==> config.mk <==
export PLATFORM = sky130hd
export DESIGN_NAME = nabp_top
export DESIGN_NICKNAME = d
export VERILOG_FILES = /design/src/verilog/nabp_pkg.sv /design/src/verilog/nabp_top.sv /design/src/verilog/nabp_filter_mapper.sv /design/src/verilog/nabp_shifter.sv /design/src/verilog/nabp_sequencer.sv
export SDC_FILE = /design/constraint.sdc
export NUM_CORES = 1
export LEC_CHECK = 0
export ABC_CLOCK_PERIOD_IN_PS = 6800
export BUFFER_PORTS_ARGS = -buffer_cell sky130_fd_sc_hd__clkbuf_2
export CAP_MARGIN = 20
export CORE_MARGIN = 8
export CORE_UTILIZATION = 50
export CTS_CLUSTER_SIZE = 25
export DETAILED_ROUTE_END_ITERATION = 10
export PLACE_DENSITY_LB_ADDON = 0.2
export SLEW_MARGIN = 15
export SYNTH_ARGS = -nofsm -noshare
export SYNTH_HDL_FRONTEND = slang
export SYNTH_HIERARCHICAL = 1
export SYNTH_SLANG_ARGS = --single-unit
==> constraint.sdc <==
create_clock -name clk -period 6.8 [get_ports clk]
set_clock_uncertainty 0.2 [all_clocks]
set_input_delay 0.34 -clock clk [delete_from_list [all_inputs] [get_ports clk]]
set_output_delay 0.34 -clock clk [all_outputs]
set_load 0.005 [all_outputs]
==> src/verilog/nabp_pkg.sv <==
package nabp_pkg;

    // sample and accumulator geometry
    localparam int DEF_DATA_WIDTH = 16;
    localparam int DEF_ACCU_WIDTH = 16;

    // fraction bits of the accumulator, the rest is the integer part
    localparam int DEF_ACCU_FRAC = 12;

    // tap shift register length, one partition only
    localparam int DEF_FILL_DEPTH = 4;

    // steps across one image row per angle
    localparam int DEF_IMAGE_SIZE = 8;

    // input FIFO entries, same as the sample credits of the source
    localparam int DEF_IN_DEPTH = 4;

    // slots the output sink offers after reset
    localparam int DEF_OUT_CREDITS = 2;

    // angle jobs the source may have in flight
    localparam int DEF_JOB_CREDITS = 1;

    // shifter phase
    typedef enum logic [1:0]
    {
        sh_ready     = 2'd0,
        sh_fill      = 2'd1,
        sh_fill_done = 2'd2,
        sh_shift     = 2'd3
    } shifter_state_e;

    // sequencer state, one angle job at a time
    typedef enum logic [1:0]
    {
        seq_idle     = 2'd0,
        seq_filling  = 2'd1,
        seq_shifting = 2'd2
    } seq_state_e;

endpackage
==> src/verilog/nabp_top.sv <==
`timescale 1ns/1ps

module nabp_top
#(
    parameter int DATA_WIDTH  = nabp_pkg::DEF_DATA_WIDTH,
    parameter int ACCU_WIDTH  = nabp_pkg::DEF_ACCU_WIDTH,
    parameter int ACCU_FRAC   = nabp_pkg::DEF_ACCU_FRAC,
    parameter int FILL_DEPTH  = nabp_pkg::DEF_FILL_DEPTH,
    parameter int IMAGE_SIZE  = nabp_pkg::DEF_IMAGE_SIZE,
    parameter int IN_DEPTH    = nabp_pkg::DEF_IN_DEPTH,
    parameter int OUT_CREDITS = nabp_pkg::DEF_OUT_CREDITS,
    parameter int JOB_CREDITS = nabp_pkg::DEF_JOB_CREDITS
)
(
    input  logic                  clk,
    input  logic                  reset_n,
    input  logic                  job_valid,
    input  logic [ACCU_WIDTH-1:0] job_base,
    output logic                  job_credit,
    input  logic                  sample_valid,
    input  logic [DATA_WIDTH-1:0] sample_data,
    output logic                  sample_credit,
    output logic                  line_valid,
    output logic [DATA_WIDTH-1:0] line_data,
    input  logic                  out_credit
);

    logic                  fill_kick;
    logic                  shift_kick;
    logic [ACCU_WIDTH-1:0] accu_base;
    logic                  fill_done;
    logic                  shift_done;
    logic                  shift_req;
    logic                  shift_en;
    logic                  emit;
    logic                  step_ack;

    // state control
    nabp_sequencer #(
        .ACCU_WIDTH  (ACCU_WIDTH),
        .JOB_CREDITS (JOB_CREDITS)
    ) u_sequencer (
        .clk        (clk),
        .reset_n    (reset_n),
        .job_valid  (job_valid),
        .job_base   (job_base),
        .job_credit (job_credit),
        .fill_done  (fill_done),
        .shift_done (shift_done),
        .fill_kick  (fill_kick),
        .shift_kick (shift_kick),
        .accu_base  (accu_base)
    );

    nabp_shifter #(
        .ACCU_WIDTH (ACCU_WIDTH),
        .ACCU_FRAC  (ACCU_FRAC),
        .FILL_DEPTH (FILL_DEPTH),
        .IMAGE_SIZE (IMAGE_SIZE)
    ) u_shifter (
        .clk        (clk),
        .reset_n    (reset_n),
        .fill_kick  (fill_kick),
        .shift_kick (shift_kick),
        .accu_base  (accu_base),
        .step_ack   (step_ack),
        .fill_done  (fill_done),
        .shift_done (shift_done),
        .shift_req  (shift_req),
        .shift_en   (shift_en),
        .emit       (emit)
    );

    // sample FIFO, taps and output port
    nabp_filter_mapper #(
        .DATA_WIDTH  (DATA_WIDTH),
        .FILL_DEPTH  (FILL_DEPTH),
        .IN_DEPTH    (IN_DEPTH),
        .OUT_CREDITS (OUT_CREDITS)
    ) u_filter_mapper (
        .clk           (clk),
        .reset_n       (reset_n),
        .sample_valid  (sample_valid),
        .sample_data   (sample_data),
        .sample_credit (sample_credit),
        .shift_req     (shift_req),
        .shift_en      (shift_en),
        .emit          (emit),
        .step_ack      (step_ack),
        .line_valid    (line_valid),
        .line_data     (line_data),
        .out_credit    (out_credit)
    );

endmodule

==> src/verilog/nabp_filter_mapper.sv <==
`timescale 1ns/1ps

module nabp_filter_mapper
#(
    parameter int DATA_WIDTH  = nabp_pkg::DEF_DATA_WIDTH,
    parameter int FILL_DEPTH  = nabp_pkg::DEF_FILL_DEPTH,
    parameter int IN_DEPTH    = nabp_pkg::DEF_IN_DEPTH,
    parameter int OUT_CREDITS = nabp_pkg::DEF_OUT_CREDITS
)
(
    input  logic                  clk,
    input  logic                  reset_n,
    input  logic                  sample_valid,
    input  logic [DATA_WIDTH-1:0] sample_data,
    output logic                  sample_credit,
    input  logic                  shift_req,
    input  logic                  shift_en,
    input  logic                  emit,
    output logic                  step_ack,
    output logic                  line_valid,
    output logic [DATA_WIDTH-1:0] line_data,
    input  logic                  out_credit
);

    localparam int PTR_W   = (IN_DEPTH > 1) ? $clog2(IN_DEPTH) : 1;
    localparam int CNT_W   = $clog2(IN_DEPTH + 1);
    localparam int OCRED_W = $clog2(OUT_CREDITS + 1);

    logic [DATA_WIDTH-1:0] fifo_mem [IN_DEPTH];
    logic [PTR_W-1:0]      wr_ptr;
    logic [PTR_W-1:0]      rd_ptr;
    logic [CNT_W-1:0]      fifo_count;
    logic                  pop;
    logic                  emit_fire;

    logic [DATA_WIDTH-1:0] taps      [FILL_DEPTH];
    logic [DATA_WIDTH-1:0] taps_next [FILL_DEPTH];
    logic [OCRED_W-1:0]    out_cnt;

    // ack once the sample and the output slot the step needs are both there
    assign step_ack  = shift_req && (!shift_en || fifo_count != '0) &&
                       (!emit || out_cnt != '0);
    assign pop       = step_ack && shift_en;
    assign emit_fire = step_ack && emit;

    // input FIFO, push has no back-pressure, credits bound it
    always_ff @(posedge clk)
    begin
        if (sample_valid)
            fifo_mem[wr_ptr] <= sample_data;
    end

    always_ff @(posedge clk)
    begin
        if (!reset_n)
        begin
            wr_ptr        <= '0;
            rd_ptr        <= '0;
            fifo_count    <= '0;
            sample_credit <= 1'b0;
        end
        else
        begin
            if (sample_valid)
                wr_ptr <= (wr_ptr == PTR_W'(IN_DEPTH - 1)) ? '0 : wr_ptr + 1'b1;
            if (pop)
                rd_ptr <= (rd_ptr == PTR_W'(IN_DEPTH - 1)) ? '0 : rd_ptr + 1'b1;
            if (sample_valid && !pop)
                fifo_count <= fifo_count + 1'b1;
            else if (pop && !sample_valid)
                fifo_count <= fifo_count - 1'b1;
            // one credit back per consumed sample
            sample_credit <= pop;
        end
    end

    // taps[0] is the oldest entry
    always_comb
    begin
        taps_next = taps;
        if (shift_en)
        begin
            for (int i = 0; i < FILL_DEPTH - 1; i++)
                taps_next[i] = taps[i + 1];
            taps_next[FILL_DEPTH - 1] = fifo_mem[rd_ptr];
        end
    end

    always_ff @(posedge clk)
    begin
        if (step_ack)
            taps <= taps_next;
        if (emit_fire)
            line_data <= taps_next[0];
    end

    always_ff @(posedge clk)
    begin
        if (!reset_n)
            line_valid <= 1'b0;
        else
            line_valid <= emit_fire;
    end

    // output credits, a return and an emit in one cycle cancel out
    always_ff @(posedge clk)
    begin
        if (!reset_n)
            out_cnt <= OCRED_W'(OUT_CREDITS);
        else if (emit_fire && !out_credit)
            out_cnt <= out_cnt - 1'b1;
        else if (out_credit && !emit_fire)
            out_cnt <= out_cnt + 1'b1;
    end

    fifo_overflow_check: assert property (
        @(posedge clk) disable iff (!reset_n)
        sample_valid |-> (fifo_count != CNT_W'(IN_DEPTH))
    )
    else
        $error("sample pushed into a full input FIFO");

    out_credit_check: assert property (
        @(posedge clk) disable iff (!reset_n)
        out_cnt <= OCRED_W'(OUT_CREDITS)
    )
    else
        $error("sink returned more output credits than it was given");

endmodule

==> src/verilog/nabp_shifter.sv <==
`timescale 1ns/1ps

module nabp_shifter
#(
    parameter int ACCU_WIDTH = nabp_pkg::DEF_ACCU_WIDTH,
    parameter int ACCU_FRAC  = nabp_pkg::DEF_ACCU_FRAC,
    parameter int FILL_DEPTH = nabp_pkg::DEF_FILL_DEPTH,
    parameter int IMAGE_SIZE = nabp_pkg::DEF_IMAGE_SIZE
)
(
    input  logic                  clk,
    input  logic                  reset_n,
    input  logic                  fill_kick,
    input  logic                  shift_kick,
    input  logic [ACCU_WIDTH-1:0] accu_base,
    input  logic                  step_ack,
    output logic                  fill_done,
    output logic                  shift_done,
    output logic                  shift_req,
    output logic                  shift_en,
    output logic                  emit
);

    localparam int FILL_CW  = $clog2(FILL_DEPTH + 1);
    localparam int SHIFT_CW = $clog2(IMAGE_SIZE + 1);

    nabp_pkg::shifter_state_e state;
    logic [FILL_CW-1:0]       fill_cnt;
    logic [SHIFT_CW-1:0]      shift_cnt;
    logic [ACCU_WIDTH-1:0]    accu;
    logic [ACCU_WIDTH-1:0]    accu_next;
    logic                     in_fill;
    logic                     in_shift;

    assign in_fill  = (state == nabp_pkg::sh_fill);
    assign in_shift = (state == nabp_pkg::sh_shift);

    // wraps freely, only integer boundary crossings matter
    assign accu_next = accu + accu_base;

    assign shift_req = in_fill || in_shift;
    assign emit      = in_shift;

    // fill always shifts in, shift phase only on a new integer part
    always_comb
    begin
        shift_en = 1'b0;
        if (in_fill)
            shift_en = 1'b1;
        else if (in_shift)
            shift_en = (accu_next[ACCU_WIDTH-1:ACCU_FRAC] != accu[ACCU_WIDTH-1:ACCU_FRAC]);
    end

    // done pulses fire with the last acked step
    assign fill_done  = in_fill && step_ack && (fill_cnt == FILL_CW'(1));
    assign shift_done = in_shift && step_ack && (shift_cnt == SHIFT_CW'(1));

    always_ff @(posedge clk)
    begin
        if (!reset_n)
            state <= nabp_pkg::sh_ready;
        else
        begin
            case (state)
                nabp_pkg::sh_ready:
                    if (fill_kick)
                        state <= nabp_pkg::sh_fill;
                nabp_pkg::sh_fill:
                    if (fill_done)
                        state <= nabp_pkg::sh_fill_done;
                nabp_pkg::sh_fill_done:
                    if (shift_kick)
                        state <= nabp_pkg::sh_shift;
                nabp_pkg::sh_shift:
                    if (shift_done)
                        state <= nabp_pkg::sh_ready;
                default:
                    state <= nabp_pkg::sh_ready;
            endcase
        end
    end

    // step counters and accumulator, loaded by the kicks
    always_ff @(posedge clk)
    begin
        if (!reset_n)
        begin
            fill_cnt  <= '0;
            shift_cnt <= '0;
            accu      <= '0;
        end
        else
        begin
            if (fill_kick && state == nabp_pkg::sh_ready)
                fill_cnt <= FILL_CW'(FILL_DEPTH);
            else if (in_fill && step_ack)
                fill_cnt <= fill_cnt - 1'b1;

            if (shift_kick && state == nabp_pkg::sh_fill_done)
            begin
                shift_cnt <= SHIFT_CW'(IMAGE_SIZE);
                accu      <= '0;
            end
            else if (in_shift && step_ack)
            begin
                shift_cnt <= shift_cnt - 1'b1;
                accu      <= accu_next;
            end
        end
    end

    kick_order_check: assert property (
        @(posedge clk) disable iff (!reset_n)
        shift_kick |-> (state == nabp_pkg::sh_fill_done)
    )
    else
        $error("shift_kick outside the fill done state");

    ack_check: assert property (
        @(posedge clk) disable iff (!reset_n)
        step_ack |-> shift_req
    )
    else
        $error("step_ack without a pending shift_req");

endmodule

==> src/verilog/nabp_sequencer.sv <==
`timescale 1ns/1ps

module nabp_sequencer
#(
    parameter int ACCU_WIDTH  = nabp_pkg::DEF_ACCU_WIDTH,
    parameter int JOB_CREDITS = nabp_pkg::DEF_JOB_CREDITS
)
(
    input  logic                  clk,
    input  logic                  reset_n,
    input  logic                  job_valid,
    input  logic [ACCU_WIDTH-1:0] job_base,
    output logic                  job_credit,
    input  logic                  fill_done,
    input  logic                  shift_done,
    output logic                  fill_kick,
    output logic                  shift_kick,
    output logic [ACCU_WIDTH-1:0] accu_base
);

    localparam int CREDIT_W = $clog2(JOB_CREDITS + 1);

    nabp_pkg::seq_state_e state;
    logic                 job_accept;
    logic [CREDIT_W-1:0]  src_credits;

    assign job_accept = (state == nabp_pkg::seq_idle) && job_valid;

    always_ff @(posedge clk)
    begin
        if (!reset_n)
        begin
            state      <= nabp_pkg::seq_idle;
            fill_kick  <= 1'b0;
            shift_kick <= 1'b0;
            job_credit <= 1'b0;
        end
        else
        begin
            // kicks and credit are single-cycle pulses
            fill_kick  <= 1'b0;
            shift_kick <= 1'b0;
            job_credit <= 1'b0;
            case (state)
                nabp_pkg::seq_idle:
                    if (job_valid)
                    begin
                        fill_kick <= 1'b1;
                        state     <= nabp_pkg::seq_filling;
                    end
                nabp_pkg::seq_filling:
                    if (fill_done)
                    begin
                        shift_kick <= 1'b1;
                        state      <= nabp_pkg::seq_shifting;
                    end
                nabp_pkg::seq_shifting:
                    if (shift_done)
                    begin
                        // angle finished, hand the slot back
                        job_credit <= 1'b1;
                        state      <= nabp_pkg::seq_idle;
                    end
                default:
                    state <= nabp_pkg::seq_idle;
            endcase
        end
    end

    // step size stays stable for the whole angle
    always_ff @(posedge clk)
    begin
        if (job_accept)
            accu_base <= job_base;
    end

    // mirror of the credits the job source still holds
    always_ff @(posedge clk)
    begin
        if (!reset_n)
            src_credits <= CREDIT_W'(JOB_CREDITS);
        else if (job_valid && !job_credit)
            src_credits <= src_credits - 1'b1;
        else if (job_credit && !job_valid)
            src_credits <= src_credits + 1'b1;
    end

    // a job while busy means the source ignored its credits
    job_credit_check: assert property (
        @(posedge clk) disable iff (!reset_n)
        job_valid |-> (state == nabp_pkg::seq_idle) && (src_credits != '0)
    )
    else
        $error("job_valid while sequencer busy or source out of credits");

endmodule

==> results_dict.tcl, run 1 <==
set metrics [dict create \
    nFillCells 1181 \
    cts_setup_buffers 0 \
    startpoint_type "flop" \
    path_class "flop to flop" \
    finalSetupViolCount 0 \
    rsz0062_at_grt "false" \
    dp.cells 768 \
    pre_cts_ws_ps 1140 \
    crit_path_end_kind "flop" \
    grt_pass1_wl_um 22000 \
    overflow 0 \
    numCtsBuffers 22 \
    placed_cell_area_sq_um 8590 \
    path_max_fanout 18 \
    power_density_nw_per_um2 311 \
    yosys_warnings 6 \
    wl_per_cell_um 16.4 \
    grt_use_total 0.135 \
    critPathBufInv 2 \
    cp-endpoint "u_filter_mapper/out_cnt[1]" \
    hp-start "sample_valid" \
    syn-num-nets 574 \
    path_common_cell "ha_1" \
    core_sq_um 15800 \
    setup_slack_ps 1150 \
    slew_viol_final 0 \
    ant_nets 0 \
    critPathArrivalTime_ps 5870 \
    r2r_cells 16 \
    yosysSeqAreaShare 0.699 \
    dieArea_sq_um 20500 \
    firstDrtPassIters 4 \
    timing.rr.end "u_filter_mapper/out_cnt[1]" \
    synth.cell_area_sq_um 8080 \
    avgSynthCellArea_sq_um 16.0 \
    boundaryPins 56 \
    synthToLayoutAreaGrowth_pct 18.9 \
    max_slew_margin 0.361 \
    synth_ff_type "edfxtp_1" \
    avgViaCountPerCell 5.12 \
    wirelength_um 13800 \
    port_buffers 55 \
    max_stage_delay_ps 770 \
    finalNetCount 679 \
    ys_seq_elements 202 \
    drtIter0Drc 200 \
    cts_root_buf "clkbuf_16" \
    min_period_ps 5650 \
    ir_worst_vdd_mv 0.196 \
    gp_congestion 0.822 \
    n_antenna_cell 0 \
    layoutNonFillerInstCount 841 \
    crit_cells 16 \
    synth_edf_count 160 \
    dieHeight_um 143 \
    tns_ps 0 \
    period_share 0.832 \
    dr_total_vias 4310 \
    drv_cap 0 \
    finalInstanceArea_sq_um 9610 \
    synth_cells 504 \
    clock_latency_ps 510 \
    grt_start_max_net_pins 52 \
    die-width_um 143 \
    slowest_stage "o41a_1" \
    start_util 0.510 \
    crit_path_start "u_sequencer/accu_base[0]" \
    num_rows 46 \
    ff2ff_setup_slack_ps 1150 \
    htree_levels 1 \
    power.leakage_nw 3.43 \
    ys_types 59 \
    synth_top_area_frac 0.595 \
    cts_hold_buf 33 \
    worstMarginPinSlew_ps 958 \
    status "complete, no violations" \
    required_ps 7020 \
    yosys.area.top_type "edfxtp_1" \
    r2r_start "u_sequencer/accu_base[0]" \
    max_freq_ghz 0.177 \
    cts_buffer_depth 3 \
    drive_gt1_frac 0.211 \
    hold_viol_final 0 \
    cts_sinks 202 \
    clk_pin_slew_ps 60 \
    drc_errors 0 \
    antenna_found_initial 0 \
    hold_class "input pin to flop" \
    synth.most_common_cell "edfxtp_1" \
    cts_tree "yes" \
    path_cells "ha_1 -> inv_1 -> fa_1 -> nor2b_4 -> o31a_1 -> o41ai_4 -> o211a_4 -> o211ai_1 -> xor2_1 -> o41a_1 -> a211oi_2 -> buf_4 -> and2_1 -> ha_1 -> or3_1 -> nand3_1" \
    synth_area_leaders "edfxtp_1, dfxtp_1, ha_1" \
    cts_resized 0 \
    hpwl_um 9000 \
    cp_top_family "compound AO/OA/AOI/OAI gates" \
    async_reset_ff_frac 0 \
    synth_common_cells "edfxtp_1, dfxtp_1, nand2_1" \
    holdWs_ps 19.6 \
    first_global_vias 4514 \
]
## cell usage in the layout, fill, tap and decap left out, drive strengths merged, types with 2 or more instances in the layout
| cell type | n |
|---|---|
| fa | 2 |
| mux2i | 6 |
| o21ai | 9 |
| mux4 | 16 |
| nand3 | 5 |
| a211oi | 7 |
| buf | 5 |
| o21a | 3 |
| nand2b | 3 |
| a21oi | 23 |
| nor2b | 5 |
| and2 | 10 |
| nor3 | 7 |
| nand4 | 2 |
| dlygate4sd3 | 33 |
| xnor2 | 12 |
| mux2 | 17 |
| edfxtp | 160 |
| o211ai | 3 |
| nor3b | 3 |
| dfxtp | 42 |
| o41ai | 2 |
| nor2 | 23 |
| or3 | 3 |
| a21o | 4 |
| or2 | 2 |
| clkbuf | 89 |
| inv | 22 |
| nor4 | 4 |
| clkinv | 5 |
| ha | 31 |
| nand2 | 38 |
| a21boi | 4 |
| xor2 | 8 |
## worst min-delay path by stage
stage	to	slack, ps	cells after the start
2_1_floorplan	u_filter_mapper/taps[16]	200	0
3_3_place_gp	u_filter_mapper/taps[37]	200	0
3_5_place_dp	u_filter_mapper/taps[18]	210	0
4_1_cts	u_filter_mapper/wr_ptr[0]	8	3
5_1_grt	u_filter_mapper/wr_ptr[1]	40	3
6_report	u_filter_mapper/wr_ptr[0]	20	3
## final cells by class
class                   instances  area [sq um]  area share
clock buffers                  34           617      0.0642
clock inverters                 6          63.8     0.00664
inverters                      22          85.1     0.00886
multi-input cells             268          2280       0.237
flip-flops and latches        202          5650       0.588
well taps                     216           270      0.0281
repair buffers                 93           643      0.0670
## state kept, by name, indices dropped and copies added (netlist names), 3 cells and up, named ones only
| name | flops |
|---|---|
| u_filter_mapper/fifo_mem | 64 |
| u_filter_mapper/taps | 64 |
| u_filter_mapper/line_data | 16 |
| u_sequencer/accu_base | 16 |
| u_shifter/accu | 15 |
| u_shifter/shift_cnt | 4 |
| u_filter_mapper/fifo_count | 3 |
| u_shifter/fill_cnt | 3 |
## where the power goes
group	internal [mW]	switching [mW]	total, mW
clock	0.663	0.437	1.10
combinational	0.168	0.207	0.374
sequential	1.48	0.0364	1.52
total	2.31	0.680	2.99
## cell families after synthesis
logic type,count (synthesis),synth area share
buffers and inverters,34,0.0194
AND/OR/NAND/NOR,112,0.0736
multiplexers,39,0.0757
adder cells (fa/ha/maj),33,0.0530
AO/OA/AOI/OAI,63,0.0550
flip-flops,202,0.699
XOR/XNOR,21,0.0245
## metal layers
metal / wire length, um / vias up / global-route usage
met5: 0 / - / 0
met4: 376 / 0 / 0.0503
met3: 582 / 24 / 0.0294
met2: 6910 / 91 / 0.240
met1: 5890 / 2086 / 0.158
li1: - / 2109 / -
## worst register-to-register path, cell delays in order (launching register included)
cell and delay, ps:
edfxtp_1 370, ha_1 240, inv_1 80, fa_1 250
nor2b_4 60, o31a_1 300, o41ai_4 330, o211a_4 240
o211ai_1 130, xor2_1 170, o41a_1 770, a211oi_2 530
buf_4 330, and2_1 690, ha_1 410, or3_1 400
nand3_1 90
## stage by stage
stage          power [mW]  utilization
2_1_floorplan        1.81            -
3_3_place_gp         1.88        0.543
3_5_place_dp         1.91        0.543
4_1_cts              3.03        0.607
5_1_grt              3.11        0.607
6_report             2.99        0.607
No activity file was read; power rests on OpenSTA's default activity.
==> inputs of run 2 (changes only) <==
--- a/config.mk
+++ b/config.mk
@@ -5,7 +5,7 @@
 export SDC_FILE = /design/constraint.sdc
 export NUM_CORES = 1
 export LEC_CHECK = 0
-export ABC_CLOCK_PERIOD_IN_PS = 6800
+export ABC_CLOCK_PERIOD_IN_PS = 5000
 export BUFFER_PORTS_ARGS = -buffer_cell sky130_fd_sc_hd__clkbuf_2
 export CAP_MARGIN = 20
 export CORE_MARGIN = 8
==> constraint.sdc (replaced) <==
create_clock -name clk -period 5 [get_ports clk]
set_clock_uncertainty 0.2 [all_clocks]
set_input_delay 0.25 -clock clk [delete_from_list [all_inputs] [get_ports clk]]
set_output_delay 0.25 -clock clk [all_outputs]
set_load 0.005 [all_outputs]
==> run 2 against run 1 <==
Net effect: highest routed layer unchanged; critical path depth rose by 4; non-clock buffer count rose by 6; count of clock-buffer cells in the layout fell by 8; core utilization rose by 0.39 points; sequential share of layout area fell by 0.37 points; combinational power rose by 42%; register-to-register slack got worse by 650 ps; fmax rose by 26%; wire length fell by 2.2%; hold slack improved by 47 ps; setup slack got worse by 650 ps.
==> results_dict.tcl, run 2 (synthesis gave the netlist of run 1 again) <==
set metrics [dict create \
    period_share 0.901 \
    final_common_cell "edfxtp_1" \
    drc_errors 0 \
    gp_congestion 0.819 \
    power_density_nw_per_um2 426 \
    clk_pin_slew_ps 60 \
    avgViaCountPerCell 5.15 \
    hold_viol_final 0 \
    hpwl_um 8730 \
    overflow 0 \
    max_slew_margin 0.402 \
    max_freq_ghz 0.222 \
    cts_hold_buf 35 \
    wl_per_cell_um 15.9 \
    dieHeight_um 143 \
    path_max_fanout 17 \
    cts_buffer_depth 3 \
    max_stage_delay_ps 460 \
    required_ps 5200 \
    worstMarginPinSlew_ps 897 \
    n_antenna_cell 0 \
    path_cells "ha_2 -> inv_2 -> fa_2 -> nor2b_4 -> o31a_1 -> o41ai_4 -> o211a_4 -> o211ai_1 -> xor2_1 -> o41a_1 -> buf_4 -> inv_4 -> nor4_4 -> inv_1 -> ha_2 -> inv_2 -> fa_2 -> xor2_1 -> or3_1 -> a21boi_1" \
    setup_slack_ps 496 \
    numCtsBuffers 21 \
    finalInstanceArea_sq_um 9670 \
    placed_cell_area_sq_um 8630 \
    first_global_vias 4502 \
    core_sq_um 15800 \
    path_class "flop to flop" \
    cts_root_buf "clkbuf_16" \
    slew_viol_final 0 \
    final_cell_mix "edfxtp_1, clkbuf_2, dfxtp_1" \
    synthToLayoutAreaGrowth_pct 19.7 \
    rsz0062_at_grt "false" \
    grt_pass1_wl_um 22000 \
    wirelength_um 13500 \
    clock_latency_ps 490 \
    dieArea_sq_um 20500 \
    largestRegisters "u_filter_mapper/fifo_mem (64), u_filter_mapper/taps (64)" \
    finalPower_mw 4.12 \
    post-route-util 0.611 \
    start_util 0.510 \
    boundaryPins 56 \
    grt_use_total 0.135 \
    grt_start_max_net_pins 52 \
    num_rows 46 \
    drv_cap 0 \
    dr_total_vias 4352 \
    cts_sinks 202 \
    die-width_um 143 \
    power.leakage_nw 3.46 \
    hold_class "input pin to flop" \
    cts_setup_buffers 0 \
    min_period_ps 4500 \
    crit_path_end_kind "flop" \
    critPathArrivalTime_ps 4710 \
    ir_worst_vdd_mv 0.298 \
    htree_levels 1 \
    finalNetCount 684 \
    cts_tree "yes" \
    port_buffers 55 \
    pre_cts_ws_ps 548 \
    status "complete, no violations" \
    antenna_found_initial 0 \
    startpoint_type "flop" \
    finalSetupViolCount 0 \
    firstDrtPassIters 4 \
    slowest_stage "o41a_1" \
    drtIter0Drc 202 \
    drive_gt1_frac 0.229 \
    ant_nets 0 \
    cts_resized 0 \
]
==> run 2: layout make-up <==
| cell class | count | area, sq um |
|---|---|---|
| sequential | 202 | 5650 |
| clock buffer | 26 | 544 |
| timing repair buffer | 99 | 693 |
| fill | 1179 | 6160 |
| inverter | 22 | 85.1 |
| tap | 216 | 270 |
| clock inverter | 12 | 138 |
| multi-input combinational | 268 | 2290 |
==> run 2: critical path, delay by kind of cell (launching register included) <==
kind,cells,cell delay (ps)
compound gates,6,1650
fa+ha+maj,4,980
buf+inv,5,490
simple gates,3,400
flops,1,370
xor+xnor,2,340
==> run 2: final timing paths <==
path              slack (ps)                             to  cells after the start                      from
setup / recovery         500  u_filter_mapper/fifo_count[2]                     20  u_sequencer/accu_base[0]
hold / removal            70     u_filter_mapper/out_cnt[1]                      5                out_credit
setup reg to reg         500  u_filter_mapper/fifo_count[2]                     20  u_sequencer/accu_base[0]
hold reg to reg          220       u_filter_mapper/taps[38]                      0  u_filter_mapper/taps[22]
==> run 2: through the flow <==
stage | hold WS, ps | std cells | setup TNS, ps
global placement | 204 | 772 | 0
floorplan | 149 | 504 | -1100
global route | 116 | 845 | 0
detailed placement | 205 | 772 | 0
CTS | 64.6 | 845 | 0
finish | 66.1 | 845 | 0
==> run 2: metal layers <==
metal,up-vias,track usage,part of all wire
met5,-,0,0
met4,0,0.0380,0.020
met3,24,0.0317,0.051
met2,92,0.240,0.51
met1,2124,0.159,0.42
li1,2112,-,-
==> run 2: power breakdown <==
| part | internal, mW | leakage (nW) | switching (mW) |
|---|---|---|---|
| registers | 2.01 | 1.81 | 0.0487 |
| clock network | 0.930 | 0.334 | 0.596 |
| logic | 0.241 | 1.32 | 0.288 |
